### src/design/wb_pkg.sv
package wb_pkg;

  // bus widths
  localparam int ADR_W = 32;
  localparam int DAT_W = 32;
  localparam int SEL_W = DAT_W / 8;

  // word offset inside one slave window
  localparam int WOFF_W = 4;

  // master side request, held stable by the master until ack or err
  typedef struct packed {
    logic             cyc;
    logic             stb;
    logic             we;
    logic [SEL_W-1:0] sel;
    logic [ADR_W-1:0] adr;
    logic [DAT_W-1:0] dat;
  } wb_req_t;

  // response, used on both the slave and the master side
  typedef struct packed {
    logic             ack;
    logic             err;
    logic [DAT_W-1:0] dat;
  } wb_rsp_t;

  // slave side request with the address already rebased
  typedef struct packed {
    logic              stb;
    logic              we;
    logic [SEL_W-1:0]  sel;
    logic [WOFF_W-1:0] adr;
    logic [DAT_W-1:0]  dat;
  } wbs_req_t;

endpackage

### src/design/map_pkg.sv
package map_pkg;

  localparam int NUM_SLAVES = 4;

  // byte base address of each slave window, slave 0 in the low slot
  localparam logic [NUM_SLAVES-1:0][wb_pkg::ADR_W-1:0] SLAVE_BASE = {
    32'h0000_4000,
    32'h0000_3000,
    32'h0000_2000,
    32'h0000_1000
  };

  // sixteen words per window
  localparam logic [wb_pkg::ADR_W-1:0] SLAVE_SPAN = 32'h0000_0040;

  // only the lower half of each window is backed by registers
  localparam int REG_COUNT = 8;
  localparam int REG_IDX_W = $clog2(REG_COUNT);

  // wait cycles after the strobe before a missing ack turns into an error
  localparam int TIMEOUT_CYCLES = 8;
  localparam int TMO_W = $clog2(TIMEOUT_CYCLES + 1);

endpackage

### src/design/wbs_decoder.sv
`timescale 1ns/1ps

module wbs_decoder (
  input  logic                            wb_clk_i,
  input  logic                            wb_rst_i,
  input  wb_pkg::wb_req_t                 wbm_req_i,
  input  logic [map_pkg::NUM_SLAVES-1:0]  slv_ack_i,
  input  logic                            done_i,
  output wb_pkg::wbs_req_t                wbs_req_o [map_pkg::NUM_SLAVES],
  output logic [map_pkg::NUM_SLAVES-1:0]  active_o,
  output logic                            dec_err_o
);

  typedef enum logic [1:0] {
    ST_IDLE,
    ST_WAIT,
    ST_END
  } state_t;

  state_t                                                  state;
  wb_pkg::wb_req_t                                         req_q;
  logic [map_pkg::NUM_SLAVES-1:0][wb_pkg::ADR_W-1:0]       rel;
  logic [map_pkg::NUM_SLAVES-1:0]                          hit;
  logic [wb_pkg::WOFF_W-1:0]                               hit_off;
  logic [map_pkg::NUM_SLAVES-1:0]                          stb_q;
  logic [map_pkg::NUM_SLAVES-1:0]                          active_q;
  logic                                                    dec_err_q;
  logic [map_pkg::TMO_W-1:0]                               tmo_cnt;
  logic                                                    done_seen;
  logic                                                    we_q;
  logic [wb_pkg::SEL_W-1:0]                                sel_q;
  logic [wb_pkg::WOFF_W-1:0]                               woff_q;
  logic [wb_pkg::DAT_W-1:0]                                dat_q;

  // input stage, the FSM only ever looks at the registered request
  always_ff @(posedge wb_clk_i) begin
    if (wb_rst_i) begin
      req_q <= '0;
    end else begin
      req_q <= wbm_req_i;
    end
  end

  // window match; an address below the base wraps and fails the span test
  always_comb begin
    hit_off = '0;
    for (int i = 0; i < map_pkg::NUM_SLAVES; i++) begin
      rel[i] = req_q.adr - map_pkg::SLAVE_BASE[i];
      hit[i] = (rel[i] < map_pkg::SLAVE_SPAN);
      if (hit[i]) begin
        hit_off = rel[i][wb_pkg::WOFF_W+1:2];
      end
    end
  end

  always_ff @(posedge wb_clk_i) begin
    if (wb_rst_i) begin
      state     <= ST_IDLE;
      stb_q     <= '0;
      active_q  <= '0;
      dec_err_q <= 1'b0;
      tmo_cnt   <= '0;
      done_seen <= 1'b0;
    end else begin
      // strobe and error are single cycle pulses
      stb_q     <= '0;
      dec_err_q <= 1'b0;
      case (state)
        ST_IDLE: begin
          done_seen <= 1'b0;
          if (req_q.cyc && req_q.stb) begin
            if (|hit) begin
              stb_q    <= hit;
              active_q <= hit;
              tmo_cnt  <= '0;
              state    <= ST_WAIT;
            end else begin
              dec_err_q <= 1'b1;
              state     <= ST_END;
            end
          end
        end
        ST_WAIT: begin
          if (|(slv_ack_i & active_q)) begin
            state <= ST_END;
          end else if (tmo_cnt == map_pkg::TMO_W'(map_pkg::TIMEOUT_CYCLES)) begin
            // slave never answered
            dec_err_q <= 1'b1;
            state     <= ST_END;
          end else begin
            tmo_cnt <= tmo_cnt + 1'b1;
          end
        end
        ST_END: begin
          if (done_i) begin
            done_seen <= 1'b1;
          end
          // master must have dropped cyc before the next request is taken
          if ((done_seen || done_i) && !req_q.cyc) begin
            active_q <= '0;
            state    <= ST_IDLE;
          end
        end
        default: begin
          state <= ST_IDLE;
        end
      endcase
    end
  end

  // request payload, captured while idle
  always_ff @(posedge wb_clk_i) begin
    if (state == ST_IDLE) begin
      we_q   <= req_q.we;
      sel_q  <= req_q.sel;
      woff_q <= hit_off;
      dat_q  <= req_q.dat;
    end
  end

  for (genvar i = 0; i < map_pkg::NUM_SLAVES; i++) begin : g_port
    assign wbs_req_o[i] = '{
      stb: stb_q[i],
      we:  we_q,
      sel: sel_q,
      adr: woff_q,
      dat: dat_q
    };
  end

  assign active_o  = active_q;
  assign dec_err_o = dec_err_q;

endmodule

### src/design/wb_reg_slave.sv
`timescale 1ns/1ps

module wb_reg_slave (
  input  logic             wb_clk_i,
  input  logic             wb_rst_i,
  input  wb_pkg::wbs_req_t req_i,
  output wb_pkg::wb_rsp_t  rsp_o
);

  logic [wb_pkg::DAT_W-1:0]      regs [map_pkg::REG_COUNT];
  logic                          hit;
  logic [map_pkg::REG_IDX_W-1:0] idx;
  logic                          ack_q;
  logic [wb_pkg::DAT_W-1:0]      dat_q;

  // upper half of the window is left unanswered
  assign hit = req_i.stb && (req_i.adr < wb_pkg::WOFF_W'(map_pkg::REG_COUNT));
  assign idx = req_i.adr[map_pkg::REG_IDX_W-1:0];

  always_ff @(posedge wb_clk_i) begin
    if (wb_rst_i) begin
      ack_q <= 1'b0;
      for (int i = 0; i < map_pkg::REG_COUNT; i++) begin
        regs[i] <= '0;
      end
    end else begin
      ack_q <= hit;
      if (hit && req_i.we) begin
        // byte lane write
        for (int b = 0; b < wb_pkg::SEL_W; b++) begin
          if (req_i.sel[b]) begin
            regs[idx][8*b +: 8] <= req_i.dat[8*b +: 8];
          end
        end
      end
    end
  end

  // read data returns the word as it was before any write in the same cycle
  always_ff @(posedge wb_clk_i) begin
    if (hit) begin
      dat_q <= regs[idx];
    end
  end

  assign rsp_o = '{
    ack: ack_q,
    err: 1'b0,
    dat: dat_q
  };

endmodule

### src/design/wbs_resp_mux.sv
`timescale 1ns/1ps

module wbs_resp_mux (
  input  logic                           wb_clk_i,
  input  logic                           wb_rst_i,
  input  wb_pkg::wb_rsp_t                slv_rsp_i [map_pkg::NUM_SLAVES],
  input  logic [map_pkg::NUM_SLAVES-1:0] active_i,
  input  logic                           dec_err_i,
  output wb_pkg::wb_rsp_t                wbm_rsp_o,
  output logic                           done_o
);

  logic                     ack_hit;
  logic [wb_pkg::DAT_W-1:0] sel_dat;
  logic                     ack_q;
  logic                     err_q;
  logic [wb_pkg::DAT_W-1:0] dat_q;
  logic                     done_q;

  // only the slave that owns the transfer may answer
  always_comb begin
    ack_hit = 1'b0;
    sel_dat = '0;
    for (int i = 0; i < map_pkg::NUM_SLAVES; i++) begin
      if (active_i[i]) begin
        ack_hit = ack_hit | slv_rsp_i[i].ack;
        sel_dat = sel_dat | slv_rsp_i[i].dat;
      end
    end
  end

  always_ff @(posedge wb_clk_i) begin
    if (wb_rst_i) begin
      ack_q  <= 1'b0;
      err_q  <= 1'b0;
      done_q <= 1'b0;
    end else begin
      ack_q  <= ack_hit;
      err_q  <= dec_err_i;
      // tells the decoder the master has its answer
      done_q <= ack_hit | dec_err_i;
    end
  end

  always_ff @(posedge wb_clk_i) begin
    if (ack_hit) begin
      dat_q <= sel_dat;
    end
  end

  assign wbm_rsp_o = '{
    ack: ack_q,
    err: err_q,
    dat: dat_q
  };
  assign done_o = done_q;

endmodule

### src/design/wb_interconnect_top.sv
`timescale 1ns/1ps

module wb_interconnect_top (
  input  logic            wb_clk_i,
  input  logic            wb_rst_i,
  input  wb_pkg::wb_req_t wbm_req_i,
  output wb_pkg::wb_rsp_t wbm_rsp_o
);

  wb_pkg::wbs_req_t               slv_req [map_pkg::NUM_SLAVES];
  wb_pkg::wb_rsp_t                slv_rsp [map_pkg::NUM_SLAVES];
  logic [map_pkg::NUM_SLAVES-1:0] slv_ack;
  logic [map_pkg::NUM_SLAVES-1:0] active;
  logic                           dec_err;
  logic                           done;

  wbs_decoder u_decoder (
    .wb_clk_i  (wb_clk_i),
    .wb_rst_i  (wb_rst_i),
    .wbm_req_i (wbm_req_i),
    .slv_ack_i (slv_ack),
    .done_i    (done),
    .wbs_req_o (slv_req),
    .active_o  (active),
    .dec_err_o (dec_err)
  );

  // one register bank per address window
  for (genvar i = 0; i < map_pkg::NUM_SLAVES; i++) begin : g_slave
    wb_reg_slave u_slave (
      .wb_clk_i (wb_clk_i),
      .wb_rst_i (wb_rst_i),
      .req_i    (slv_req[i]),
      .rsp_o    (slv_rsp[i])
    );

    assign slv_ack[i] = slv_rsp[i].ack;
  end

  wbs_resp_mux u_resp_mux (
    .wb_clk_i  (wb_clk_i),
    .wb_rst_i  (wb_rst_i),
    .slv_rsp_i (slv_rsp),
    .active_i  (active),
    .dec_err_i (dec_err),
    .wbm_rsp_o (wbm_rsp_o),
    .done_o    (done)
  );

endmodule

### config.mk
export PLATFORM = sky130hd
export DESIGN_NAME = wb_interconnect_top
export DESIGN_NICKNAME = d
export VERILOG_FILES = /design/src/design/wb_pkg.sv /design/src/design/map_pkg.sv /design/src/design/wbs_decoder.sv /design/src/design/wb_reg_slave.sv /design/src/design/wbs_resp_mux.sv /design/src/design/wb_interconnect_top.sv
export SDC_FILE = /design/constraint.sdc
export NUM_CORES = 2
export LEC_CHECK = 0
export BUFFER_PORTS_ARGS = -buffer_cell sky130_fd_sc_hd__buf_2
export CAP_MARGIN = 20
export CELL_PAD_IN_SITES_DETAIL_PLACEMENT = 0
export CELL_PAD_IN_SITES_GLOBAL_PLACEMENT = 1
export CORE_MARGIN = 2
export CORE_UTILIZATION = 50
export DETAILED_ROUTE_END_ITERATION = 6
export PLACE_DENSITY_LB_ADDON = 0.05
export SETUP_SLACK_MARGIN = 0.05
export SYNTH_ARGS = -nofsm -noshare
export SYNTH_HDL_FRONTEND = slang
export SYNTH_SLANG_ARGS = --single-unit
### constraint.sdc
create_clock -name wb_clk_i -period 5.2 [get_ports wb_clk_i]
set_input_delay 1.04 -clock wb_clk_i [delete_from_list [all_inputs] [get_ports wb_clk_i]]
set_output_delay 1.04 -clock wb_clk_i [all_outputs]
set_load 0.1 [all_outputs]
==> results by group <==
Outcome
  – Outcome: complete, no violations

Logic synthesis
  – Post-synthesis sequential area ratio: 70.2%
  – Asr flop ratio synth: 0%
  – Synth top cells by count: 1225 x edfxtp_1, 1030 x and3_1, 576 x a22oi_1
  – EDFF count, synth: 1225
  – Primary FF master, synth: edfxtp_1
  – YS warnings: 0
  – Post-synthesis cell count: 4153
  – Post-Syn Nets: 4231
  – Post-synthesis register bit count: 1317
  – Dominant cell type by area after synthesis: edfxtp_1
  – Post-synth top area share: 66.8%
  – Post-Synthesis Cell Area: 55000 µm²
  – Post-synth cell types: 52
  – Post-Syn Area per Cell: 13.3 µm²
  – Area contributors post-synth: edfxtp_1 67%, and3_1 12%, a22oi_1 7.9%
  – Most frequent cell after synthesis: edfxtp_1

Setup path
  – Slowest-stage cell, CP: nor4_2
  – Critical Path Most Common Cell: nor4_2
  – Worst setup path start: u_decoder.req_q[46]$_SDFF_PP0_
  – CP Max Fanout: 6
  – Worst path arrival time: 4.16 ns
  – Crit end category: register
  – CP delay by family, top: simple AND/OR/NAND/NOR gates
  – Startpoint Class: register
  – Critical Path, Cell by Cell: inv_1 -> ha_1 -> or3b_2 -> nor4_1 -> xnor2_1 -> nand4_1 -> nor4_2 -> nor4_2 -> or4_1 -> a21oi_1
  – Critical Path RT: 5.86 ns
  – Kind of critical path: register to register
  – CP peak stage delay: 0.64 ns
  – Worst r2r src: u_decoder.req_q[46]$_SDFF_PP0_
  – Worst Path Buf+Inv: 1

CTS
  – Clock root cell: clkbuf_16
  – Post-CTS sizing: 0
  – Clk sinks: 1317
  – H-tree Lvls: 4
  – Clock Tree Buf Depth: 3
  – Cts bufs inserted: 144
  – CTS tree: done
  – Setup Buffers After CTS: 0
  – Post-cts hold buffer count: 0
  – Reg clk slew, reported paths: 0.06 ns
  – Clk_lat worst skew: 0.75 ns

Power
  – Power Density: 373 nW/µm²
  – Worst VDD drop: 0.000321 V
  – Power Total: 22.8 mW
  – Internal power: 17.9 mW
  – Switch Pwr: 4.89 mW
  – Clock Power Share: 43.6%
  – Static Leak: 25.0 nW
  – Combinational Power Share: 3.2%
  – Seq pwr share: 53.2%
  – Switch share: 21.4%

Timing
  – Setup Skew: 0.0176 ns
  – Setup TNS: 0 ns
  – Setup ws final: 1.71 ns
  – Final Hold Fails: 0
  – Period utilization: 67.2%
  – Least-Margin Pin Slew: 1.13 ns
  – Post-layout minimum cycle time: 3.49 ns
  – RSZ-0062 raised after global routing: no
  – Worst slew margin: 24.8%
  – Fmax: 0.286 GHz
  – Hold_ws: 0.402 ns
  – Max Slew Vio Count: 0
  – Final setup viols: 0

Floorplanning
  – Core footprint: 109000 µm²
  – Chip width: 336 µm
  – Die ar.: 113000 µm²
  – Die Span Y: 336 µm
  – I/O pin cnt: 107
  – Starting density of the core: 50.5%
  – Rows: 121

GRT
  – Largest net degree at the start of global routing: 149
  – Vias in the first global route: 33900
  – GRT Total Usage: 25.5%
  – First-pass GRT wire length: 216000 µm
  – Total gr overflow: 0
  – Initial antenna violation count: 3

Placement
  – Post-DP HPWL: 80700 µm
  – Number of buffers added on ports: 104
  – Placement Setup Slack: 1.42 ns
  – GPL Wtd Cong: 0.810

Routing
  – DRT iter0 DRCs: 4042
  – Post-DRT Antenna Nets: 0
  – Routed WL: 144000 µm
  – DRC: 0
  – Via count: 34600
  – Vias per cell: 6.28
  – Detailed Routing Iterations Pass 1: 6
  – Post-DR wirelength/cell: 26.2 µm

Final layout
  – P&R area growth vs syn: 11.0%
  – Fraction of layout cells with a size suffix above 1: 10.6%
  – Util after Layout: 56.1%
  – Final #Nets: 4058

Worst hold path
  – Worst hold start: u_decoder.req_q[21]$_SDFF_PP0_
  – HP Class: register to register

Run
  – Max_cap viols: 0
-- through the flow --
step	instance area, µm²	std cells
after floorplan	55000	4153
after global placement	56400	5244
after detailed placement	56400	5244
after CTS	61000	5504
after global routing	61100	5508
final	61100	5509
-- power groups by stage --
stage | registers [mW] | logic (mW) | clock network [mW]
floorplan | 12.2 | 0.523 | 0
detailed placement | 12.4 | 0.711 | 0
global placement | 12.4 | 0.700 | 0
finish | 12.1 | 0.729 | 9.94
CTS | 12.2 | 0.714 | 10.1
global route | 12.2 | 0.787 | 10.5
-- worst paths after layout --
| kind | end | slack [ns] | depth (start not counted) |
|---|---|---|---|
| setup / recovery | u_decoder.tmo_cnt[3]$_SDFFE_PP0P_ | 1.71 | 10 |
| hold / removal | u_decoder.dat_q[21]$_DFFE_PP_ | 0.40 | 0 |
| setup reg to reg | u_decoder.tmo_cnt[3]$_SDFFE_PP0P_ | 1.71 | 10 |
| hold reg to reg | u_decoder.dat_q[21]$_DFFE_PP_ | 0.40 | 0 |
-- sequential cells by signal, summed over array words and instances (netlist names), 32 cells and up --
register / count
g_slave.u_slave.regs: 1024
g_slave.u_slave.dat_q: 128
u_decoder.req_q: 69
u_decoder.dat_q: 32
u_resp_mux.dat_q: 32
-- cells in the final DEF, fill, tap and decap left out, types with 3 or more instances in the layout --
master     instances
nor2b_1           76
nor2_4            17
and3_1          1029
ha_1               5
nand4_1          141
inv_6              4
nand3_1           14
o31ai_1            3
a22oi_1          576
or4_1              3
buf_16             3
dfxtp_2            4
nor2_1            30
xnor2_1            5
nand2b_1           5
buf_2            103
nor3b_1            3
buf_12            22
nor4_2             4
inv_2              6
nand2_1          310
nor3_1             9
clkbuf_8           8
clkbuf_16        153
nor3b_2            3
a21oi_1           12
clkinv_1          29
xor2_1             7
edfxtp_1        1225
buf_4             56
dfxtp_1           88
clkbuf_1          31
nor4_1            12
bufinv_16          8
clkinv_2          24
o21ai_0           13
inv_1             12
-- cell families after synthesis --
kind of cell / after synthesis / synth area share [%]
AND/OR/NAND/NOR: 1673 / 17.5
buffers and inverters: 522 / 3.60
flip-flops: 1317 / 70.2
AO/OA/AOI/OAI: 623 / 8.42
XOR/XNOR: 12 / 0.191
adder cells (fa/ha/maj): 5 / 0.114
multiplexers: 1 / 0.0182
-- layer usage --
| layer | share of wire [%] | vias up | global-route usage (%) | wire length (µm) |
|---|---|---|---|---|
| met5 | 0 | - | 0 | 0 |
| met4 | 2.1 | 0 | 7.27 | 3010 |
| met1 | 44 | 17500 | 37.1 | 63400 |
| li1 | - | 15700 | - | - |
| met2 | 48 | 1256 | 40.7 | 68700 |
| met3 | 6.3 | 200 | 3.06 | 9040 |
-- layout make-up --
class	instances	area, µm²
Inverter	19	73.8
Clock buffer	193	4060
Antenna cell	1	2.50
Multi-Input combinational cell	2314	14600
Timing Repair Buffer	184	1460
Tap cell	1414	1770
Fill cell	8751	47900
Clock inverter	67	522
Sequential cell	1317	38600
Note: power is estimated with default switching activity, not from simulation.
